**src/include/retire_cfg.svh**
```systemverilog
// Retire slice configuration
`ifndef RETIRE_CFG_SVH
`define RETIRE_CFG_SVH

// Datapath widths
`define XLEN 32
`define PLEN 32

// Reorder buffer sizing
`define ROB_DEPTH 16

// Retire slots and branch limit per cycle
`define COMMIT_WIDTH 2
`define MAX_COMMIT_BR 1

// Exception cause for an undefined opcode
`define ECAUSE_ILLEGAL 5'd2

`endif
```
**src/design/arch_regfile.sv**
```systemverilog
// Architectural register file
`timescale 1ns/1ps
`include "retire_cfg.svh"

module arch_regfile (
  input  logic                                clk_i,
  input  logic                                rst_ni,
  input  logic [`COMMIT_WIDTH-1:0]            we_i,
  input  logic [`COMMIT_WIDTH-1:0][4:0]       waddr_i,
  input  logic [`COMMIT_WIDTH-1:0][`XLEN-1:0] wdata_i,
  input  logic [4:0]                          raddr_i,
  output logic [`XLEN-1:0]                    rdata_o
);

  logic [`XLEN-1:0] regs_q [32];

  // Later slot is younger, so it overrides an earlier one
  always_ff @(posedge clk_i or negedge rst_ni) begin
    if (!rst_ni) begin
      for (int r = 0; r < 32; r++) begin
        regs_q[r] <= '0;
      end
    end else begin
      for (int s = 0; s < `COMMIT_WIDTH; s++) begin
        if (we_i[s] && waddr_i[s] != 5'd0) begin
          regs_q[waddr_i[s]] <= wdata_i[s];
        end
      end
    end
  end

  // x0 is hardwired to zero
  assign rdata_o = (raddr_i == 5'd0) ? '0 : regs_q[raddr_i];

endmodule

```
**config.mk**
```make
export PLATFORM = sky130hd
export DESIGN_NAME = arch_regfile
export DESIGN_NICKNAME = d
export VERILOG_FILES = /design/src/design/arch_regfile.sv
export VERILOG_INCLUDE_DIRS = /design/src /design/src/include
export SDC_FILE = /design/constraint.sdc
export NUM_CORES = 2
export LEC_CHECK = 0
export ABC_AREA = 1
export BUFFER_PORTS_ARGS = -buffer_cell sky130_fd_sc_hd__buf_2
export CAP_MARGIN = 20
export CORE_MARGIN = 2
export CORE_UTILIZATION = 58
export DETAILED_ROUTE_END_ITERATION = 6
export PLACE_DENSITY_LB_ADDON = 0.1
export SYNTH_ARGS = -nofsm -noshare
export SYNTH_HDL_FRONTEND = slang
export SYNTH_SLANG_ARGS = --single-unit
```
**constraint.sdc**
```tcl
create_clock -name clk_i -period 3.5 [get_ports clk_i]
set_input_delay 0.875 -clock clk_i [delete_from_list [all_inputs] [get_ports clk_i]]
set_output_delay 0.875 -clock clk_i [all_outputs]
set_load 0.01 [all_outputs]
```
* Word-level counts from Yosys, hierarchy flattened
Index checks and enable logic that the tools add are counted.
** Word-level totals
- Bits in registers :: 1024
- Input bits :: 83
** Operators by class
- Magnitude comparators :: 5
- Muxes and demuxes :: 12
- Bitwise gates (word level) :: 3
- Reduce and logical (&&, ||, !) cells :: 7
** Operators with widths (number)
- 1024-bit bitwise mux :: 2
- 1024-bit 2-to-1 mux :: 2
- 32-bit demux with 5-bit select :: 2
- 32-bit binary-select mux with 5-bit select :: 1
- 32-bit 2-to-1 mux :: 5
- 6-bit greater-or-equal comparator, second input constant :: 3
- 5-bit NOT with 6-bit output :: 3
- 6-bit by 1-bit less-than comparator with 1-bit output, second input constant :: 2
- 5-bit nonzero test :: 2
- 5-bit zero test :: 1
- 1-bit logical AND :: 4

* Longest topological paths before layout
- Word-level depth :: 9
- Gate-level depth with buffers :: 12
- Depth with buffers taken out :: 11

* Worst setup path after synthesis
Ideal clock, no wire load.
- Path kind :: input to output
- Start :: in raddr_i[0]
- End :: out rdata_o[13]
- Arrival time :: 2.198 ns
- Required time :: 2.625 ns
- Setup slack :: 0.427 ns
- Stages :: 10
- Path buffers :: 3
- Path through :: buf_2 inv_2 clkbuf_1 clkbuf_1 nor2_1 o21ai_0 nand2_1 nand3_1 nor2_1 nor2_1
** On the way
- Longest elaborated chain between the ends :: 5
- Elaborated cells on any way between the ends :: 6
** RTL lines
- start, declared :: RTL line arch_regfile.sv:11 : input logic [4:0] raddr_i,
- 5-bit NOT with 6-bit output (not written as such) :: RTL line arch_regfile.sv:33 : assign rdata_o = (raddr_i == 5'd0) ? '0 : regs_q[raddr_i];
- 32-bit binary-select mux with 5-bit select :: RTL line arch_regfile.sv:33
- 32-bit 2-to-1 mux (not written as such) (2 in series) :: RTL line arch_regfile.sv:33
- 32-bit 2-to-1 mux (*) :: RTL line arch_regfile.sv:33
- end, declared :: RTL line arch_regfile.sv:12 : output logic [`XLEN-1:0] rdata_o
Every way passes the cells marked *; elsewhere a longest branch is shown, timed or not. The select of a mux whose other input is x is not followed.

* Final worst setup path
- Start :: in raddr_i[0]
- End :: out rdata_o[31]
The elaborated chain is that of the path after synthesis.

==> run summary <==
count of final hold-check violations - 0
Die Y - 319 um
DRT Wirelength - 238 mm
synthesized-area fraction occupied by adder cells - 0
H-tree levels - 3
die area - 102000 sq um
Initial Util - 0.585
largest family of logic cells by synthesized area - simple AND/OR/NAND/NOR gates
Post-synth top flop - dfrtp_1
#FFs+latches synth - 1024
core box area - 98300 sq um
measured slew at the worst slew-check pin - 1.17 ns
Largest register FFs - 1024
Synth area leaders - dfrtp_1, nand2_1, o21ai_0
CP arrival - 2.65 ns
worst r2r dst - regs_q[816]$_DFF_PN0_
Critical path buffers and inverters - 5
WS Path Type - in2out
largest net degree at the start of global routing - 100
xor/xnor share of the synthesized area - 0
Post-Syn Instances - 8077
NumNets Final - 8017
Critical path origin - raddr_i[0]
Site Rows - 115
DR vias - 60600
Post-route DRC - 2
final period utilization - 1.01
Final setup viols - 2
I/O Buffers - 114
clk buf depth - 3
Detailed Place HPWL - 148 mm
Detail Route Antenna Nets - 0
highest clock rate - 284 MHz
CP dominant cell by count - nand3_1
Synth Area in Compound Gates - 0.223
Post-Syn Area - 57500 sq um
Warnings, synthesis - 0
critical-path cell list - buf_16, buf_12, buf_16, nand2_1, nand3_1, nand3_1, nand3_1, nand2_2, nand2_1, nor2_1, buf_4, buf_2
Iteration-0 DRC Markers - 9852
Slew HR - 0.220
Vias/cell - 6.50
status - finished with violations
CTS tree - done
Worst setup SP type - input pin
share of layout cells above drive strength 1 - 0.105
leakage - 0.0310 uW
R2R depth - 4
post-synth cell types - 27
RSZ-0062 raised after global routing - yes
initial antenna violation count - 22
Worst R2R Setup Slack - 2.54 ns
Sink Count - 1024
Synth top area share - 0.446
top cell type by total area after synthesis - dfrtp_1
largest delay contributor family on the critical path - simple AND/OR/NAND/NOR gates
fin crit period - 3.52 ns
Crit-path slowest cell - nand2_2
post-synthesis net count - 8160
Top reg by flops - regs_q
max-cap viol count - 0
clock latency on the worst-skew pair - 0.72 ns
P&R area growth vs syn - 14.0%
DRT Pass-1 Iters - 7
Final Worst Setup Slack - -0.0239 ns
sequential share of the synthesized area - 0.446
Global Route Usage Sum - 0.453
Cell Pwr Density - 579 nW/um^2
global-route wire length before repair - 352 mm
number of buffers created by CTS - 112
Layout Skew - 0 ns
Syn Area/Cell - 7.12 sq um
average wire per standard cell - 25.5 um
clk slew on worst S/H paths - 0.06 ns
GR Overflow Total - 0
pre-CTS setup slack - -0.368 ns
Top-Level Pins - 115
CP Data Required Time - 2.62 ns
post-synthesis mux area share - 0
worst hold-check path type - in2async
crit-path max cell delay - 0.21 ns
share of flip-flops with an asynchronous set or reset - 1.00
Synth Area in Simple Gates - 0.228
number of flops mapped to enable cells by yosys - 0
DIE WIDTH - 319 um
Worst IR Drop VDD - 0.398 mV
Crit. End Element - output port
Regs by FF count - regs_q x1024
failing checks - design-rule violations, negative setup slack
vias in the first global route - 56400
Slew Limit Fails - 0
critical path fanouts, max - 25
worst r2r src - regs_q[816]$_DFF_PN0_
post-layout utilization of the core - 0.667
RePlAce Congestion - 0.964
CTS root buf - clkbuf_16
==> synthesized netlist by cell type (15+ instances only) <==
library cell,n
a22oi_1,34
inv_1,718
buf_1,30
nor3_1,100
a21oi_1,311
clkinv_1,15
o21ai_0,1355
o21ai_1,27
o211ai_1,348
nor2_1,615
o22ai_1,239
clkbuf_1,595
dfrtp_1,1024
nand2_1,1825
nand3_1,642
buf_2,153
==> cells by family (layout without fill, tap and decap cells) <==
family | Yosys count | after routing
other | 0 | 10
AO/OA/AOI/OAI | 2315 | 2315
flip-flops | 1024 | 1024
buffers and inverters | 1525 | 1471
AND/OR/NAND/NOR | 3213 | 3213
==> placed cells by master (no fill, tap or decap), types with 21 or more instances in the layout <==
cell type     n
a22oi_1      34
nand3_2      25
clkbuf_1     28
o21ai_1      33
nor2_2       26
o21ai_0    1349
nor2_1      585
clkbuf_8     34
o22ai_1     239
a21oi_1     304
nor2_4       21
nand2_1    1787
o211ai_1    348
nand3_1     617
buf_2       107
clkbuf_16   123
buf_4       281
nor3_1       98
buf_12       89
buf_6        21
nand2_2      40
dfrtp_1    1024
inv_1       715
==> worst max-delay path by stage <==
stage	endpoint	slack, ns	depth (start not counted)
floorplan	rdata_o[13]	0.43	10
global placement	rdata_o[12]	-0.38	11
detailed placement	rdata_o[12]	-0.37	11
CTS	rdata_o[19]	-0.06	11
global route	rdata_o[22]	-0.05	12
finish	rdata_o[31]	-0.02	12
==> timing repair <==
| item | CTS | global route |
|---|---|---|
| cloned | 3 | 11 |
| endpoints found under the setup margin | 17 | 31 |
| buffers inserted | 0 | 10 |
| hold buffers | 0 | 0 |
| gates resized for setup | 23 | 98 |
| pin swaps | 1 | 8 |
==> metal layers <==
metal	part of all wire	track usage	wire length, um
met1	0.37	0.606	87500
met2	0.41	0.653	98600
met3	0.15	0.150	36600
met4	0.062	0.242	14700
met5	0.00066	0	157
==> stage by stage <==
step	power [uW]	area, sq um	setup TNS [ns]	cells	hold WS, ns
after floorplan	22300	57500	0	8077	0.424
after global placement	24900	61000	-1.33	9084	0.360
after detailed placement	25200	61000	-1.41	9084	0.363
after CTS	37400	64900	-0.143	9290	0.136
after global routing	39800	65600	-0.143	9317	0.148
final	38000	65600	-0.0241	9320	0.126
==> cell type report <==
class	count	area, sq um
antenna	10	25.0
clock buffer	177	3450
clock inverter	26	294
fill	8491	32700
inverter	744	2850
multi-input combinational	5528	26400
sequential	1024	25600
tap	1287	1610
timing repair buffer	521	5260
timing repair inverter	3	33.8
==> power by group <==
group          internal [uW]  leakage (uW)  total [uW]  switching [uW]
clock network           7140       0.00186       12300            5200
logic                   3650        0.0169        9170            5520
registers              14900        0.0122       16400            1510
total                  25700        0.0310       38000           12200
Power figures use the tool's default switching activity.
