`src/include/retire_cfg.svh`:
```
// Retire slice configuration
`ifndef RETIRE_CFG_SVH
`define RETIRE_CFG_SVH

// Datapath widths
`define XLEN 32
`define PLEN 32

// Reorder buffer sizing
`define ROB_DEPTH 16

// Retire slots and branch limit per cycle
`define COMMIT_WIDTH 2
`define MAX_COMMIT_BR 1

// Exception cause for an undefined opcode
`define ECAUSE_ILLEGAL 5'd2

`endif
```
`src/design/retire_pkg.sv`:
```
// Retire slice types
`include "retire_cfg.svh"

package retire_pkg;

  // Major opcode in instruction bits 31:28, all other values illegal
  typedef enum logic [3:0] {
    OP_ADDI = 4'h1,
    OP_ANDI = 4'h2,
    OP_XORI = 4'h3,
    OP_BNEZ = 4'h4
  } opcode_e;

  typedef enum logic [1:0] {
    FU_ALU,
    FU_BRANCH,
    FU_NONE
  } fu_e;

  typedef logic [$clog2(`ROB_DEPTH)-1:0] rob_idx_t;

  // Decoded op handed from decoder to execute and reorder buffer
  typedef struct packed {
    fu_e              fu;
    opcode_e          opcode;
    logic [4:0]       rd;
    logic             has_rd;
    logic [`XLEN-1:0] rs1_val;
    logic [`XLEN-1:0] imm;
    logic [`PLEN-1:0] pc;
    logic             illegal;
  } dec_op_t;

endpackage

```
`src/design/wb_if.sv`:
```
// Execute writeback interface
`timescale 1ns/1ps
`include "retire_cfg.svh"

interface wb_if
  import retire_pkg::*;
();

  logic             valid;
  rob_idx_t         idx;
  logic [`XLEN-1:0] data;
  logic             exception;
  logic [4:0]       ecause;
  logic             mispred;
  logic [`PLEN-1:0] redirect_pc;

  // Execute side
  modport source (
    output valid, idx, data, exception, ecause, mispred, redirect_pc
  );

  // Reorder buffer side
  modport sink (
    input valid, idx, data, exception, ecause, mispred, redirect_pc
  );

endinterface

```
`src/design/exec_pipe.sv`:
```
// Two-stage execute pipeline
`timescale 1ns/1ps
`include "retire_cfg.svh"

module exec_pipe
  import retire_pkg::*;
(
  input  logic     clk_i,
  input  logic     rst_ni,
  input  logic     flush_i,
  input  logic     issue_valid_i,
  input  dec_op_t  issue_op_i,
  input  rob_idx_t issue_idx_i,
  wb_if.source     wb
);

  logic [`XLEN-1:0] alu_res;
  logic             br_taken;
  logic [`PLEN-1:0] br_target;

  logic             s1_valid_q;
  rob_idx_t         s1_idx_q;
  logic [`XLEN-1:0] s1_data_q;
  logic             s1_exc_q;
  logic [4:0]       s1_ecause_q;
  logic             s1_mispred_q;
  logic [`PLEN-1:0] s1_target_q;

  // ===================================================================
  // Stage one compute
  // ===================================================================
  // Branches and illegal ops carry zero data
  always_comb begin
    case (issue_op_i.opcode)
      OP_ADDI: alu_res = issue_op_i.rs1_val + issue_op_i.imm;
      OP_ANDI: alu_res = issue_op_i.rs1_val & issue_op_i.imm;
      OP_XORI: alu_res = issue_op_i.rs1_val ^ issue_op_i.imm;
      default: alu_res = '0;
    endcase
  end

  // Predicted not taken, so every taken BNEZ redirects
  assign br_taken  = (issue_op_i.fu == FU_BRANCH) && (issue_op_i.rs1_val != '0);
  assign br_target = issue_op_i.pc + issue_op_i.imm[`PLEN-1:0];

  // ===================================================================
  // Pipeline registers
  // ===================================================================
  always_ff @(posedge clk_i or negedge rst_ni) begin
    if (!rst_ni) begin
      s1_valid_q <= 1'b0;
      wb.valid   <= 1'b0;
    end else if (flush_i) begin
      s1_valid_q <= 1'b0;
      wb.valid   <= 1'b0;
    end else begin
      s1_valid_q <= issue_valid_i;
      wb.valid   <= s1_valid_q;
    end
  end

  always_ff @(posedge clk_i) begin
    s1_idx_q     <= issue_idx_i;
    s1_data_q    <= alu_res;
    s1_exc_q     <= issue_op_i.illegal;
    s1_ecause_q  <= issue_op_i.illegal ? `ECAUSE_ILLEGAL : 5'd0;
    s1_mispred_q <= br_taken;
    s1_target_q  <= br_target;

    // Stage two drives the writeback bus
    wb.idx         <= s1_idx_q;
    wb.data        <= s1_data_q;
    wb.exception   <= s1_exc_q;
    wb.ecause      <= s1_ecause_q;
    wb.mispred     <= s1_mispred_q;
    wb.redirect_pc <= s1_target_q;
  end

endmodule

```
`src/flat_wrapper.sv`:
```
// flat-port wrapper written by rule: the top's interface ports become plain ports
module exec_pipe_flat import retire_pkg::*;
  (clk_i, rst_ni, flush_i, issue_valid_i, issue_op_i, issue_idx_i, wb_valid, wb_idx, wb_data, wb_exception, wb_ecause, wb_mispred, wb_redirect_pc);
  wb_if wb_i ();
  input  logic clk_i;
  input  logic rst_ni;
  input  logic flush_i;
  input  logic issue_valid_i;
  input  dec_op_t issue_op_i;
  input  rob_idx_t issue_idx_i;
  output wire logic [$bits(wb_i.valid)-1:0] wb_valid;
  output wire logic [$bits(wb_i.idx)-1:0] wb_idx;
  output wire logic [$bits(wb_i.data)-1:0] wb_data;
  output wire logic [$bits(wb_i.exception)-1:0] wb_exception;
  output wire logic [$bits(wb_i.ecause)-1:0] wb_ecause;
  output wire logic [$bits(wb_i.mispred)-1:0] wb_mispred;
  output wire logic [$bits(wb_i.redirect_pc)-1:0] wb_redirect_pc;
  assign wb_valid = wb_i.valid;
  assign wb_idx = wb_i.idx;
  assign wb_data = wb_i.data;
  assign wb_exception = wb_i.exception;
  assign wb_ecause = wb_i.ecause;
  assign wb_mispred = wb_i.mispred;
  assign wb_redirect_pc = wb_i.redirect_pc;
  exec_pipe u_core (.clk_i(clk_i), .rst_ni(rst_ni), .flush_i(flush_i), .issue_valid_i(issue_valid_i), .issue_op_i(issue_op_i), .issue_idx_i(issue_idx_i), .wb(wb_i));
endmodule
```
`config.mk`:
```
export PLATFORM = sky130hd
export DESIGN_NAME = exec_pipe_flat
export DESIGN_NICKNAME = d
export VERILOG_FILES = /design/src/design/retire_pkg.sv /design/src/design/wb_if.sv /design/src/design/exec_pipe.sv /design/src/flat_wrapper.sv
export VERILOG_INCLUDE_DIRS = /design/src /design/src/include
export SDC_FILE = /design/constraint.sdc
export NUM_CORES = 1
export LEC_CHECK = 0
export BUFFER_PORTS_ARGS = -buffer_cell sky130_fd_sc_hd__buf_4
export CAP_MARGIN = 40
export CORE_ASPECT_RATIO = 1.1
export CORE_MARGIN = 1.5
export CORE_UTILIZATION = 30
export DETAILED_ROUTE_END_ITERATION = 8
export RECOVER_POWER = 50
export SLEW_MARGIN = 20
export SYNTH_ARGS = -nofsm -noshare
export SYNTH_HDL_FRONTEND = slang
export SYNTH_SLANG_ARGS = --single-unit
```
`constraint.sdc`:
```
create_clock -name clk_i -period 1.2 [get_ports clk_i]
set_input_delay 0.06 -clock clk_i [delete_from_list [all_inputs] [get_ports clk_i]]
set_output_delay 0.06 -clock clk_i [all_outputs]
set_load 0.005 [all_outputs]
```
=== Word-level counts from Yosys, hierarchy flattened ===
Cells that the tools add are included.
Widths: inputs -> output; s select.

* $lt $le $gt $ge: 0
* Shift operators: 0
* Bitwise logic cells: 2
* Equal/unequal tests: 4
* Multiplexer cells: 4
* Reductions and logical operators: 2
* Div/mod/pow operators: 0
* Multiply operators: 0
* Add/sub/neg operators: 2

{| class="wikitable"
|+ Operator list
! kind !! number
|-
| $pmux 32 s3 || 1
|-
| $add 32x32->32 || 2
|-
| $and 32x32->32 || 1
|-
| $reduce_bool 32->1 || 1
|-
| $xor 32x32->32 || 1
|-
| $eq 4x2->1 const B || 2
|-
| $eq 4x1->1 const B || 1
|-
| $eq 2x1->1 const B || 1
|-
| $mux 1 || 2
|-
| $mux 2 || 1
|-
| $logic_and 1x1->1 || 1
|}

* Flip-flop bits (word level): 152
* Logic and storage cells: 28
* Output and inout port bits: 76
* ROM bits: 0
* Memories: 0
* Bits in latches: 0
* RAM bits: 0

=== Longest topological paths before layout ===
* Depth in word-level cells: 2
* Depth in mapped cells: 11

=== Least setup slack after synthesis ===
OpenSTA, ideal clock, no wires.

* Path type: input to register
* Start point: input issue_op_i[1] (netlist bit)
* End point: register u_core.s1_target_q[26]
* Buffers on the path: 0
* Arrival: 2.205 ns
* Data required time: 1.073 ns
* Path slack: -1.132 ns
* Cell stages on the path: 10
* Path through: ha_1 -> fa_1 -> a21oi_1 -> o211a_1 -> nor3_1 -> o21a_1 -> o211a_1 -> o41ai_4 -> o21ai_0 -> xor2_1

* Word-level cells in the longest chain between the ends: 1

{| class="wikitable"
|+ Ends and longest elaborated chain
! what !! RTL line !! source
|-
| start, declared || flat_wrapper.sv:9 || <nowiki>input dec_op_t issue_op_i;</nowiki>
|-
| $add 32x32->32 || exec_pipe.sv:44 || <nowiki>assign br_target = issue_op_i.pc + issue_op_i.imm[`PLEN-1:0];</nowiki>
|-
| named net u_core.br_target[26] || exec_pipe.sv:19 || <nowiki>logic [`PLEN-1:0] br_target;</nowiki>
|-
| end signal, assigned || exec_pipe.sv:68 || <nowiki>s1_target_q <= br_target;</nowiki>
|-
| end, declared || exec_pipe.sv:27 || <nowiki>logic [`PLEN-1:0] s1_target_q;</nowiki>
|}

The timed path passes the listed nets, and every way through them passes these cells.

=== Final worst setup path ===
* Start point: input issue_op_i[33] (netlist bit)
* End point: register u_core.s1_target_q[28]

Same word-level chain as after synthesis.

==> run_results.csv <==
group,metric,value,unit
run_status,status,"finished, violations left",
run_status,failed_checks,"setup timing",
floorplan,top_level_ports,193,
route,initialDrtViolationCount,206,
clock_network,cts_buf_count,17,
worst_setup_path,r2r_setup_slack,620,ps
global_route,grt_overflow,0,
worst_setup_path,worst_setup_path_start_kind,"primary input",
timing,max_clock_freq,0.494,GHz
timing,fin_skew,8.55,ps
power_and_ir_drop,static-leakage-power,5.47,nW
global_route,via_count_of_the_first_global_routing_pass,7600,
worst_setup_path,worst_ep_required_time,1510,ps
global_route,antenna_found_initial,0,
route,drt_pre_antenna_iters,4,
synth,synth_top_area_cell,"dfxtp_1",
timing,post-route-period-util,1.69,
worst_setup_path,path_class,"primary input to flip-flop",
synth,synth_warnings,0,
worst_hold_path,min_path_type,"primary input to flip-flop",
place,placedInstanceArea,10800,µm²
clock_network,clkTransAtPathRegs,70,ps
route,routed-via-count,7088,
worst_setup_path,rr_startpoint,"u_core.s1_valid_q",
synth,synth-seq-area-share,0.415,
synth,syn-instance-count,760,
worst_setup_path,worstPathCellList,"buf_8 -> ha_4 -> fa_2 -> a21oi_2 -> o211a_1 -> nor3_2 -> o21a_1 -> o211a_4 -> o41ai_4 -> buf_6 -> mux2i_1 -> nor3_1",
timing,rsz0062_at_grt,"yes",
worst_setup_path,critical_path.max_stage_delay,350,ps
clock_network,cts.sinks,142,
synth,proportion_of_synthesized_flip_flops_having_asynchronous_set_or_reset,0.0141,
worst_setup_path,worstReg2RegEnd,"u_core.wb.valid",
route,finalWirelength,22900,µm
route,ant_nets,0,
place,port-buffer-count,182,
synth,synthesis.area_per_instance,9.05,µm²
finish,area_growth_syn_to_layout,76.7,%
worst_setup_path,crit_path_top_delay_cell,"fa_2",
global_route,grt_pass1_wl,36400,µm
clock_network,cts.root.buffer_cell,"clkbuf_16",
finish,postLayoutCellArea,12200,µm²
timing,timing.final.hold_violations,0,
route,drcViolationCount,0,
place,placedCellCount,1436,
floorplan,die_w,147,µm
floorplan,core,22300,µm²
timing,worst_slack,-825,ps
floorplan,die_area,23800,µm²
clock_network,worstSkewPairLatency,420,ps
synth,yosys.cell_types.count,61,
place,globalplace.congestion,0.910,
synth,yosys_top_cell_area_share,0.408,
finish,antennaDiodeCount,0,
timing,worst_slew_margin_rel,0.532,
synth,synth-seq-cells,142,
timing,setup-violations-final,51,
timing,final.min_clock_period,2020,ps
worst_setup_path,worst_ep_arrival_time,2340,ps
worst_hold_path,hold_path.startpoint,"issue_op_i[96]",
route,route.detailed.vias_per_inst,4.71,
floorplan,die-height,162,µm
worst_hold_path,hold_path_depth,4,
timing,tightest_slew,694,ps
clock_network,htreeDepth,4,
synth,synth_flop_cell,"dfxtp_1",
global_route,pin_count_of_the_biggest_net_entering_global_routing,21,
finish,post_route_cells_drive_above_1_share,0.489,
finish,post-route-util,0.544,
synth,synth_top_cells_by_count,"dfxtp_1, a21oi_1, nand2_1",
floorplan,row_count,57,
floorplan,initial_core_util,0.308,
finish,non_filler_instance_count_after_layout,1505,
worst_setup_path,r2r_cells,1,
flow_run,drv.max_cap_violation_count,0,
power_and_ir_drop,post-layout-total-power,15.0,mW
power_and_ir_drop,power_density,1240,nW/µm²
power_and_ir_drop,vdd.ir_drop.worst,0.000951,V
clock_network,tritoncts_clock_tree,"built",
synth,syn_area,6880,µm²
worst_hold_path,min_delay_worst_endpoint,"u_core.s1_data_q[31]",
global_route,gr-usage-all-layers,0.194,
worst_setup_path,worst_setup_sp,"issue_op_i[33]",
timing,timing.final.max_slew_violations,0,
synth,synth.most_common_cell,"dfxtp_1",
synth,count_of_flip_flops_with_a_built_in_enable_after_synthesis,0,
clock_network,clock_tree.buffer_depth,2,
route,wl_per_cell,15.2,µm
timing,timing.setup.tns,-25350,ps
finish,final_net_count,1379,
synth,synth_area_leaders,"dfxtp_1, ha_1, a21oi_1",
worst_setup_path,critical_path.max_fanout,6,
worst_setup_path,critical_path.endpoint_type,"flip-flop",
place,hpwlAfterDp,18000,µm
layout by cell type (no fill, tap or decap), types with 4 or more instances in the layout:
cell           synthesis  routed
conb_1                 1       4
ha_4                   0      28
o21a_1                11      11
a21o_1                25      25
nor2_2                 0       5
nor2b_1                9       8
nand3_1               15      12
nor3_1                12      10
o21ai_2                0      10
inv_6                  0       7
nor4_1                11       9
xor2_1                11      11
clkbuf_4               0       6
nand2_2                0       4
nand4_1               13      13
o21bai_1              10       8
a211o_1                4       4
nor2_4                 0       4
dlygate4sd3_1          0      14
a21oi_2                1      21
a31oi_1               10       8
ha_1                  63      35
and3_4                 0       4
xnor2_1               34      31
o21ai_0               61      22
o21ai_4                0       4
dfxtp_1              140     140
inv_1                 21      20
nand2b_1               8       8
nor3b_1                5       5
nor2_1                49      40
o211ai_1               9       9
a21oi_1               72      46
a21oi_4                0       6
buf_4                  5     392
clkbuf_16              0      17
o21ai_1                0      25
buf_6                  0      29
nand2_1               68      61
registers in the layout, indices dropped and copies added (netlist names), 4 cells and up:
signal,flops
u_core.wb.data,32
u_core.wb.redirect_pc,32
u_core.s1_idx_q,4
u_core.s1_data_q,32
u_core.s1_target_q,32
u_core.wb.idx,4
kinds of logic (layout without fill, tap and decap cells):
kind of cell,count (synthesis),after routing,synth area share
adders and majority gates,65,65,0.120
other,1,4,0.000545
and+or+nand+nor,212,212,0.149
muxes,3,3,0.00437
DFF,142,142,0.415
xor gates and xnor gates,45,45,0.0573
AOI/OAI and AO/OA,240,240,0.223
buffers and inverters,52,499,0.0311
how the worst max path moves through the flow:
| stage | to | slack, ps |
|---|---|---|
| 6_report | u_core.s1_target_q[28] | -820 |
| 5_1_grt | u_core.s1_target_q[28] | -940 |
| 4_1_cts | u_core.s1_target_q[28] | -840 |
| 3_5_place_dp | u_core.s1_target_q[28] | -1460 |
| 3_3_place_gp | u_core.s1_target_q[28] | -1420 |
| 2_1_floorplan | u_core.s1_target_q[28] | -1060 |
where the power goes:
part           leakage, nW  total (mW)  internal [mW]  switching (mW)
Clock                0.264        5.03           2.72            2.31
Combinational         4.02        4.50           2.52            1.98
Sequential            1.19        5.48           5.32           0.155
Total                 5.47        15.0           10.6            4.44
cell type report:
cell class                      instances  area [µm²]
Timing Repair Buffer                  446        3540
Clock buffer                           18         429
Multi-Input combinational cell        569        4760
Fill cell                            2020       10200
Inverter                               21        78.8
Sequential cell                       142        2850
Tap cell                              295         369
Clock inverter                         14         125
layer usage:
layer,vias to the layer above,GRT usage,wire [µm]
met5,-,0,0
met4,0,0.0709,425
met3,30,0.0427,1150
met2,168,0.338,11100
met1,3263,0.233,10200
li1,3627,-,-
worst max-delay path, delay by kind of cell:
family	cells	cell delay [ps]
compound gates	5	1190
fa+ha+maj	2	500
buf+inv	2	270
mux	1	170
simple gates	2	140
stage by stage:
stage          hold WS, ps  worst slack (ps)
2_1_floorplan         -236             -1060
3_3_place_gp          -157             -1420
3_5_place_dp          -157             -1460
4_1_cts              0.959              -839
5_1_grt               16.9              -941
6_report              14.3              -825
what timing repair did:
item / in CTS / in global routing
resized for setup: 96 / 33
setup buffers: 16 / 12
endpoints found under the hold margin: 13 / 0
hold buffers: 14 / 0
endpoints found under the setup margin: 51 / 52
pin swaps: 81 / 68
(Power assumes the default switching activity.)
