`config.mk`:
```
export PLATFORM = sky130hd
export DESIGN_NAME = rob_flat
export DESIGN_NICKNAME = d
export VERILOG_FILES = /design/src/design/retire_pkg.sv /design/src/design/wb_if.sv /design/src/design/rob.sv /design/src/flat_wrapper.sv
export VERILOG_INCLUDE_DIRS = /design/src /design/src/include
export SDC_FILE = /design/constraint.sdc
export NUM_CORES = 2
export LEC_CHECK = 0
export BUFFER_PORTS_ARGS = -buffer_cell sky130_fd_sc_hd__buf_2
export CAP_MARGIN = 10
export CORE_AREA = 2 2 323 485
export DETAILED_ROUTE_END_ITERATION = 10
export DIE_AREA = 0 0 325 487
export GPL_TIMING_DRIVEN = 0
export PLACE_DENSITY_LB_ADDON = 0.1
export SETUP_SLACK_MARGIN = 0.02
export SYNTH_ARGS = -nofsm -noshare
export SYNTH_HDL_FRONTEND = slang
export SYNTH_SLANG_ARGS = --single-unit
```
`constraint.sdc`:
```
create_clock -name clk_i -period 8.1 [get_ports clk_i]
set_clock_uncertainty 0.2 [all_clocks]
set_input_delay 0 -clock clk_i [delete_from_list [all_inputs] [get_ports clk_i]]
set_output_delay 0 -clock clk_i [all_outputs]
set_load 0.01 [all_outputs]
```
`src/include/retire_cfg.svh`:
```
// Retire slice configuration
`ifndef RETIRE_CFG_SVH
`define RETIRE_CFG_SVH

// Datapath widths
`define XLEN 32
`define PLEN 32

// Reorder buffer sizing
`define ROB_DEPTH 16

// Retire slots and branch limit per cycle
`define COMMIT_WIDTH 2
`define MAX_COMMIT_BR 1

// Exception cause for an undefined opcode
`define ECAUSE_ILLEGAL 5'd2

`endif
```
`src/design/retire_pkg.sv`:
```
// Retire slice types
`include "retire_cfg.svh"

package retire_pkg;

  // Major opcode in instruction bits 31:28, all other values illegal
  typedef enum logic [3:0] {
    OP_ADDI = 4'h1,
    OP_ANDI = 4'h2,
    OP_XORI = 4'h3,
    OP_BNEZ = 4'h4
  } opcode_e;

  typedef enum logic [1:0] {
    FU_ALU,
    FU_BRANCH,
    FU_NONE
  } fu_e;

  typedef logic [$clog2(`ROB_DEPTH)-1:0] rob_idx_t;

  // Decoded op handed from decoder to execute and reorder buffer
  typedef struct packed {
    fu_e              fu;
    opcode_e          opcode;
    logic [4:0]       rd;
    logic             has_rd;
    logic [`XLEN-1:0] rs1_val;
    logic [`XLEN-1:0] imm;
    logic [`PLEN-1:0] pc;
    logic             illegal;
  } dec_op_t;

endpackage

```
`src/design/wb_if.sv`:
```
// Execute writeback interface
`timescale 1ns/1ps
`include "retire_cfg.svh"

interface wb_if
  import retire_pkg::*;
();

  logic             valid;
  rob_idx_t         idx;
  logic [`XLEN-1:0] data;
  logic             exception;
  logic [4:0]       ecause;
  logic             mispred;
  logic [`PLEN-1:0] redirect_pc;

  // Execute side
  modport source (
    output valid, idx, data, exception, ecause, mispred, redirect_pc
  );

  // Reorder buffer side
  modport sink (
    input valid, idx, data, exception, ecause, mispred, redirect_pc
  );

endinterface

```
`src/design/rob.sv`:
```
// Reorder buffer with in-order commit
`timescale 1ns/1ps
`include "retire_cfg.svh"

module rob
  import retire_pkg::*;
(
  input  logic                                 clk_i,
  input  logic                                 rst_ni,
  input  logic                                 dispatch_valid_i,
  input  dec_op_t                              dispatch_op_i,
  output rob_idx_t                             dispatch_idx_o,
  output logic                                 full_o,
  wb_if.sink                                   wb,
  output logic [`COMMIT_WIDTH-1:0]             commit_valid_o,
  output logic [`COMMIT_WIDTH-1:0][`PLEN-1:0]  commit_pc_o,
  output logic [`COMMIT_WIDTH-1:0]             commit_we_o,
  output logic [`COMMIT_WIDTH-1:0][4:0]        commit_rd_o,
  output logic [`COMMIT_WIDTH-1:0][`XLEN-1:0]  commit_data_o,
  output logic                                 flush_o,
  output logic [`PLEN-1:0]                     flush_pc_o,
  output logic [4:0]                           flush_cause_o
);

  localparam int unsigned CNT_W = $clog2(`ROB_DEPTH + 1);
  localparam int unsigned CC_W  = $clog2(`COMMIT_WIDTH + 1);

  typedef struct packed {
    logic             complete;
    logic             exception;
    logic [4:0]       ecause;
    logic             mispred;
    logic [`PLEN-1:0] redirect_pc;
    fu_e              fu;
    logic [4:0]       rd;
    logic             has_rd;
    logic [`XLEN-1:0] data;
    logic [`PLEN-1:0] pc;
  } rob_entry_t;

  rob_entry_t rob_ram [`ROB_DEPTH];

  rob_idx_t                   head_q;
  rob_idx_t                   tail_q;
  logic [CNT_W-1:0]           count_q;
  logic                       dispatch_en;
  logic [`COMMIT_WIDTH-1:0]   br_mask;
  logic [CC_W-1:0]            commit_cnt;

  assign full_o         = (count_q == CNT_W'(`ROB_DEPTH));
  assign dispatch_idx_o = tail_q;
  assign dispatch_en    = dispatch_valid_i && !full_o;

  // ===================================================================
  // Branch commit limit
  // ===================================================================
  always_comb begin
    int unsigned br_cnt;
    rob_idx_t    idx;
    br_cnt  = 0;
    br_mask = '1;
    for (int i = 0; i < `COMMIT_WIDTH; i++) begin
      idx = head_q + rob_idx_t'(i);
      if (count_q > CNT_W'(i) && rob_ram[idx].fu == FU_BRANCH) begin
        if (br_cnt >= `MAX_COMMIT_BR) begin
          br_mask[i] = 1'b0;
        end
        br_cnt++;
      end
    end
  end

  // ===================================================================
  // Commit scan from the head
  // ===================================================================
  always_comb begin
    logic     stop;
    rob_idx_t idx;
    stop           = 1'b0;
    flush_o        = 1'b0;
    flush_pc_o     = '0;
    flush_cause_o  = '0;
    commit_valid_o = '0;
    commit_pc_o    = '0;
    commit_we_o    = '0;
    commit_rd_o    = '0;
    commit_data_o  = '0;
    for (int i = 0; i < `COMMIT_WIDTH; i++) begin
      idx = head_q + rob_idx_t'(i);
      if (stop || count_q <= CNT_W'(i) || !br_mask[i] || !rob_ram[idx].complete) begin
        stop = 1'b1;
      end else if (rob_ram[idx].exception) begin
        // Faulting entry stays unretired
        stop          = 1'b1;
        flush_o       = 1'b1;
        flush_pc_o    = rob_ram[idx].pc;
        flush_cause_o = rob_ram[idx].ecause;
      end else begin
        commit_valid_o[i] = 1'b1;
        commit_pc_o[i]    = rob_ram[idx].pc;
        commit_rd_o[i]    = rob_ram[idx].rd;
        commit_data_o[i]  = rob_ram[idx].data;
        commit_we_o[i]    = rob_ram[idx].has_rd && (rob_ram[idx].rd != 5'd0);
        // Mispredicted branch retires, younger entries are squashed
        if (rob_ram[idx].mispred) begin
          stop          = 1'b1;
          flush_o       = 1'b1;
          flush_pc_o    = rob_ram[idx].redirect_pc;
          flush_cause_o = 5'd0;
        end
      end
    end
  end

  always_comb begin
    commit_cnt = '0;
    for (int i = 0; i < `COMMIT_WIDTH; i++) begin
      if (commit_valid_o[i]) begin
        commit_cnt = commit_cnt + 1'b1;
      end
    end
  end

  // ===================================================================
  // Pointers and entry storage
  // ===================================================================
  always_ff @(posedge clk_i or negedge rst_ni) begin
    if (!rst_ni) begin
      head_q  <= '0;
      tail_q  <= '0;
      count_q <= '0;
    end else if (flush_o) begin
      head_q  <= '0;
      tail_q  <= '0;
      count_q <= '0;
    end else begin
      head_q  <= head_q + rob_idx_t'(commit_cnt);
      tail_q  <= tail_q + rob_idx_t'(dispatch_en);
      count_q <= count_q + CNT_W'(dispatch_en) - CNT_W'(commit_cnt);
    end
  end

  always_ff @(posedge clk_i) begin
    if (dispatch_en) begin
      rob_ram[tail_q].complete    <= 1'b0;
      rob_ram[tail_q].exception   <= 1'b0;
      rob_ram[tail_q].ecause      <= '0;
      rob_ram[tail_q].mispred     <= 1'b0;
      rob_ram[tail_q].redirect_pc <= '0;
      rob_ram[tail_q].fu          <= dispatch_op_i.fu;
      rob_ram[tail_q].rd          <= dispatch_op_i.rd;
      rob_ram[tail_q].has_rd      <= dispatch_op_i.has_rd;
      rob_ram[tail_q].data        <= '0;
      rob_ram[tail_q].pc          <= dispatch_op_i.pc;
    end
    // Result lands by index, never on the tail slot
    if (wb.valid) begin
      rob_ram[wb.idx].complete    <= 1'b1;
      rob_ram[wb.idx].exception   <= wb.exception;
      rob_ram[wb.idx].ecause      <= wb.ecause;
      rob_ram[wb.idx].mispred     <= wb.mispred;
      rob_ram[wb.idx].redirect_pc <= wb.redirect_pc;
      rob_ram[wb.idx].data        <= wb.data;
    end
  end

endmodule

```
`src/flat_wrapper.sv`:
```
// flat-port wrapper written by rule: the top's interface ports become plain ports
module rob_flat import retire_pkg::*;
  (clk_i, rst_ni, dispatch_valid_i, dispatch_op_i, dispatch_idx_o, full_o, commit_valid_o, commit_pc_o, commit_we_o, commit_rd_o, commit_data_o, flush_o, flush_pc_o, flush_cause_o, wb_valid, wb_idx, wb_data, wb_exception, wb_ecause, wb_mispred, wb_redirect_pc);
  wb_if wb_i ();
  input  logic clk_i;
  input  logic rst_ni;
  input  logic dispatch_valid_i;
  input  dec_op_t dispatch_op_i;
  output rob_idx_t dispatch_idx_o;
  output logic full_o;
  output logic [`COMMIT_WIDTH-1:0] commit_valid_o;
  output logic [`COMMIT_WIDTH-1:0][`PLEN-1:0] commit_pc_o;
  output logic [`COMMIT_WIDTH-1:0] commit_we_o;
  output logic [`COMMIT_WIDTH-1:0][4:0] commit_rd_o;
  output logic [`COMMIT_WIDTH-1:0][`XLEN-1:0] commit_data_o;
  output logic flush_o;
  output logic [`PLEN-1:0] flush_pc_o;
  output logic [4:0] flush_cause_o;
  input wire logic [$bits(wb_i.valid)-1:0] wb_valid;
  input wire logic [$bits(wb_i.idx)-1:0] wb_idx;
  input wire logic [$bits(wb_i.data)-1:0] wb_data;
  input wire logic [$bits(wb_i.exception)-1:0] wb_exception;
  input wire logic [$bits(wb_i.ecause)-1:0] wb_ecause;
  input wire logic [$bits(wb_i.mispred)-1:0] wb_mispred;
  input wire logic [$bits(wb_i.redirect_pc)-1:0] wb_redirect_pc;
  assign wb_i.valid = wb_valid;
  assign wb_i.idx = wb_idx;
  assign wb_i.data = wb_data;
  assign wb_i.exception = wb_exception;
  assign wb_i.ecause = wb_ecause;
  assign wb_i.mispred = wb_mispred;
  assign wb_i.redirect_pc = wb_redirect_pc;
  rob u_core (.clk_i(clk_i), .rst_ni(rst_ni), .dispatch_valid_i(dispatch_valid_i), .dispatch_op_i(dispatch_op_i), .dispatch_idx_o(dispatch_idx_o), .full_o(full_o), .wb(wb_i), .commit_valid_o(commit_valid_o), .commit_pc_o(commit_pc_o), .commit_we_o(commit_we_o), .commit_rd_o(commit_rd_o), .commit_data_o(commit_data_o), .flush_o(flush_o), .flush_pc_o(flush_pc_o), .flush_cause_o(flush_cause_o));
endmodule
```
---- Yosys cells after proc, flatten, opt, wreduce, memory -nomap -nowiden ----
Memories as Yosys holds them, arrays and structs flattened.
Cells that the tools add are included.
W data, S select, Z words.
storage, ports and cells
  output and inout port bits .............. 185
  register bits ........................... 13
  bits of input ports ..................... 188
  memories ................................ 1
  logic and storage cells ................. 83
  bits in writable memories ............... 1792
memory list
  memory          words  bits a word  rd ports  clocked after memory_dff  wr ports  RTL line   RTL
  u_core.rob_ram  16     112          2         0                         2         rob.sv:41  rob_entry_t rob_ram [`ROB_DEPTH];
operators by class
  $add $sub $neg .......................... 6
  equal/unequal tests ..................... 3
  order comparisons ....................... 5
  multiplexer cells ....................... 50
  reductions and logical operators ........ 15
operators by type and width
  kind                   count
  $mux W32               14
  $mux W5                10
  $mux W1                23
  $gt A5 B1 Y1 const B   2
  $le A5 B1 Y1 const B   2
  $reduce_bool A5 Y1     2
  $mux W4                2
  $add A5 B1 Y5          1
  $eq A5 B5 Y1 const B   1
  $logic_and A1 B1 Y1    5
  $sub A5 B2 Y5          1
  $add A4 B1 Y4          1
  $add A4 B1 Y4 const B  1
  $add A4 B2 Y4          1
  $eq A2 B1 Y1 const B   2
  $logic_not A1 Y1       4
  $logic_or A1 B1 Y1     4
  $add A1 B1 Y2 const B  1
  $mux W2                1
  $ge A1 B1 Y1 const B   1

---- Longest topological paths before layout ----
An unclocked memory read counts as a cell.
  word-level depth ........................ 14
  gate-level depth with buffers ........... 23
  mapped depth without buffers ............ 20

---- Worst setup path before layout ----
Ideal clock, no wire load.
  kind .................................... input port to flip-flop
  start point ............................. in wb_idx[3]
  end point ............................... mem u_core.rob_ram[3][100] in the netlist's numbering (enable)
  stages .................................. 3
  required time ........................... 7302 ps
  arrival time ............................ 5634 ps
  path slack .............................. 1667 ps
  cell sequence ........................... or3b_2 clkbuf_1 o21ai_0
RTL lines
  what                RTL line            RTL
  start: declaration  flat_wrapper.sv:20  input wire logic [$bits(wb_i.idx)-1:0] wb_idx;
  end: declaration    rob.sv:41

---- Worst setup path in the final report ----
  start point ............................. reg u_core.head_q[0]
  end point ............................... reg u_core.count_q[4]
between the ends
  word-level cells in the longest chain between the ends .. 14
RTL lines
  what                              RTL line    RTL
  start: declaration                rob.sv:43   rob_idx_t head_q;
  start signal: assignment          rob.sv:137  head_q <= head_q + rob_idx_t'(commit_cnt);
  $mem_v2 Z16 W112 (*)              -
  $eq A2 B1 Y1                      rob.sv:64   if (count_q > CNT_W'(i) && rob_ram[idx].fu == FU_BRANCH) begin
  $logic_and A1 B1 Y1               rob.sv:64
  $mux W1                           rob.sv:64
  $ge A1 B1 Y1 (no line)            -
  $mux W1                           rob.sv:65   if (br_cnt >= `MAX_COMMIT_BR) begin
  $mux W1                           rob.sv:64
  $logic_not A1 Y1                  rob.sv:90   if (stop || count_q <= CNT_W'(i) || !br_mask[i] || !rob_ram[idx].complete) begin
  $logic_or A1 B1 Y1 (2 in series)  rob.sv:90
  $mux W1                           rob.sv:90
  $mux W2                           rob.sv:118  if (commit_valid_o[i]) begin
  $sub A5 B2 Y5                     rob.sv:139  count_q <= count_q + CNT_W'(dispatch_en) - CNT_W'(commit_cnt);
  $mux W5 (*)                       rob.sv:132  end else if (flush_o) begin
  end signal: assignment            rob.sv:139
  end: declaration                  rob.sv:45   logic [CNT_W-1:0] count_q;
Mark *: on every way between the ends. The rest lies on a longest branch, timed or not.

==> out/metrics.cfg <==
[route]
dr.pass1.iters = 7
vias_per_cell = 7.27
drtIter0Drc = 9479
drt-total-wl_um = 341000
drc = 0
vias = 60753
avgRoutedWirePerCell_um = 40.8
antenna_left = 0

[worst_setup_path]
endpoint_kind = flop
rr_endpoint = u_core.count_q[4]
r2r-start = u_core.head_q[0]
r2r_cells = 21
worstSetupPathType = flop to flop
crit_required_ps = 8630
ff2ff_setup_slack_ps = 160
cp_max_fo = 11
cp-endpoint = u_core.count_q[4]
cp-start-kind = flop
critPathLaunch = u_core.head_q[0]
worstPathArrival_ps = 8470

[synthesis]
synth_area_um2 = 91900
synth_xor_xnor_area_share = 0.000953
synthArstFlopShare = 0.00720
synthSimpleGateAreaFrac = 0.103
synth_top_family_by_area = multiplexers
synth.ff_latch_count = 1805
synth_fa_ha_area_frac = 0.00262
syn_inst = 5320
ys_warn_count = 0
synthDistinctLibCells = 59
yosysSeqAreaShare = 0.588
synth-compound-area-share = 0.0184
synthesis.nets = 5526
synth_area_per_cell_um2 = 17.3
synth_edf_count = 1776
ys.flop_type = edfxtp_1
synthMuxAreaShare = 0.261

[clock_network]
htreeDepth = 4
clkTransAtPathRegs_ps = 60
numCtsBuffers = 172
ctsResizeCount = 0
cts.sinks = 1805
clockBufferDepth = 3
cts_setup_buffers = 0
cts_hold_buf = 235
clk_latency_ps = 840
clock-root-buffer = clkbuf_16
cts_tree = done

[grt]
antenna_found_initial = 34
grt_max_degree = 42
grt.total_usage = 0.435
grt_pass1_vias = 61879
grt_pass1_wl_um = 468000
gr-total-overflow = 0

[final_layout]
drive_gt1_frac = 0.308
fin_util = 0.689
final_nets = 6348
synthToLayoutAreaGrowth_pct = 15.8
finalNonFillerCells = 8356

[die]
start_util = 0.595
core_region_area_um2 = 154000
rows = 177
fp.dieW_um = 325
dieArea_um2 = 158000
io_pins = 373
fp.dieH_um = 487

[sta]
finalHoldViolCount = 0
grt_setup_unrepaired = false
finalMaxSlewViolations = 0
finalCritPeriodShare = 0.980
holdWs_ps = 54.9
min_period_ps = 7940
timing.fmax_mhz = 126
setup_viol = 0
maxSlewHeadroom = 0.0136
tns_ps = 0
worst_slew_pin_slew_ps = 1480

[power]
p_comb_frac = 0.430
sequentialPowerShare = 0.333
power_switching_share = 0.366
p_leak_uw = 0.0354
p_int_uw = 21800
pwr-share-clk = 0.237
power_switching_uw = 12600
pwr_density_cell_nw_per_um2 = 323
ir_worst_vdd_uv = 250

[min_path]
hold_path_class = primary input to asynchronous set/reset pin

[placement]
dp_cells = 7785
place_congestion = 0.951
hpwl_um = 240000
portBuffers = 303

[outcome]
outcome = complete, no violations

[job]
drv_cap = 0

==> synth_stat cells, types with 42 or more instances <==
cell	number	area share
edfxtp_1	1776	0.58
clkbuf_1	299	0.012
buf_4	42	0.0034
nor2b_1	113	0.0077
a21oi_1	59	0.0032
mux4_2	1024	0.25
a211oi_1	76	0.0062
mux2i_1	44	0.0048
nand2_1	167	0.0068
inv_1	42	0.0017
and2_1	1190	0.081
buf_2	121	0.0066
==> metal layers <==
layer,vias to the layer above,GRT usage,part of all wire
li1,22865,-,-
met1,31033,0.479,0.30
met2,5234,0.707,0.48
met3,1575,0.139,0.12
met4,46,0.331,0.094
met5,-,0.00674,0.0016
==> cell usage in the layout, fill, tap and decap left out, drive strengths merged, types with 17 or more instances in the layout <==
master / netlist / final
edfxtp: 1776 / 1776
mux2i: 44 / 44
clkbuf: 300 / 509
o22ai: 23 / 23
buf: 199 / 612
nor2b: 113 / 113
diode: 0 / 27
a22oi: 29 / 29
dlygate4sd3: 0 / 235
a211oi: 77 / 77
and2: 1190 / 1190
nand2: 167 / 167
and3: 21 / 21
mux2: 24 / 24
a31oi: 17 / 17
a21oi: 59 / 59
clkinv: 1 / 67
nor2: 30 / 30
mux4: 1033 / 1033
inv: 43 / 49
o21ai: 33 / 33
==> power groups by stage <==
| stage | clock, uW | sequential (uW) | combinational, uW |
|---|---|---|---|
| floorplan | 0 | 11500 | 8760 |
| global placement | 0 | 11700 | 13900 |
| detailed placement | 0 | 11600 | 14200 |
| CTS | 8110 | 11400 | 14400 |
| global route | 8430 | 11500 | 15000 |
| finish | 8150 | 11400 | 14800 |
==> state kept, by name (all words and copies together) (netlist names) <==
name,flops
u_core.rob_ram,1792
u_core.count_q,5
u_core.head_q,4
u_core.dispatch_idx_o,4
==> area by class of cell <==
class	instances	area, um^2
clock inverter	94	846
timing repair buffer	648	6080
sequential	1805	54000
multi-input combinational	2972	35700
inverter	44	183
buffer	499	2270
antenna	27	67.6
fill	10279	48000
clock buffer	209	4630
tap	2058	2570
==> worst max-delay path, stage by stage, from the launching register on <==
cell      delay (ps)
dfrtp_1          520
buf_6            230
nand3_1          110
xnor2_1         1020
mux4_2           480
o221ai_1         250
a211oi_2        1120
nand3b_2         970
buf_2            600
inv_1            300
ha_1             350
ha_1             300
inv_1             60
ha_1             150
inv_1             60
fa_1             470
inv_1             80
a21oi_1           60
nor2_1           100
nor2_1            60
xor2_1           130
and2_1           150
==> stage by stage <==
| stage | total power (uW) | setup WS (ps) | cell area (um^2) |
|---|---|---|---|
| final | 34400 | 161 | 106000 |
| after floorplan | 20300 | 1670 | 91900 |
| after global routing | 34900 | 326 | 106000 |
| after CTS | 33900 | 638 | 106000 |
| after global placement | 25600 | -6400 | 95900 |
| after detailed placement | 25800 | 683 | 98300 |
==> worst min-delay path by stage <==
stage | endpoint | slack (ps)
6_report | u_core.count_q[4] | 50
4_1_cts | u_core.count_q[4] | 30
3_3_place_gp | u_core.dispatch_idx_o[2] | -300
2_1_floorplan | u_core.count_q[0] | -500
5_1_grt | u_core.count_q[4] | 100
3_5_place_dp | u_core.count_q[4] | -290
==> cell families after synthesis <==
| logic type | Yosys count |
|---|---|
| adder cells (fa/ha/maj) | 18 |
| flip-flops | 1805 |
| buffers and inverters | 543 |
| XOR/XNOR | 10 |
| AND/OR/NAND/NOR | 1583 |
| AO/OA/AOI/OAI | 260 |
| multiplexers | 1101 |
Power figures use the tool's default switching activity.
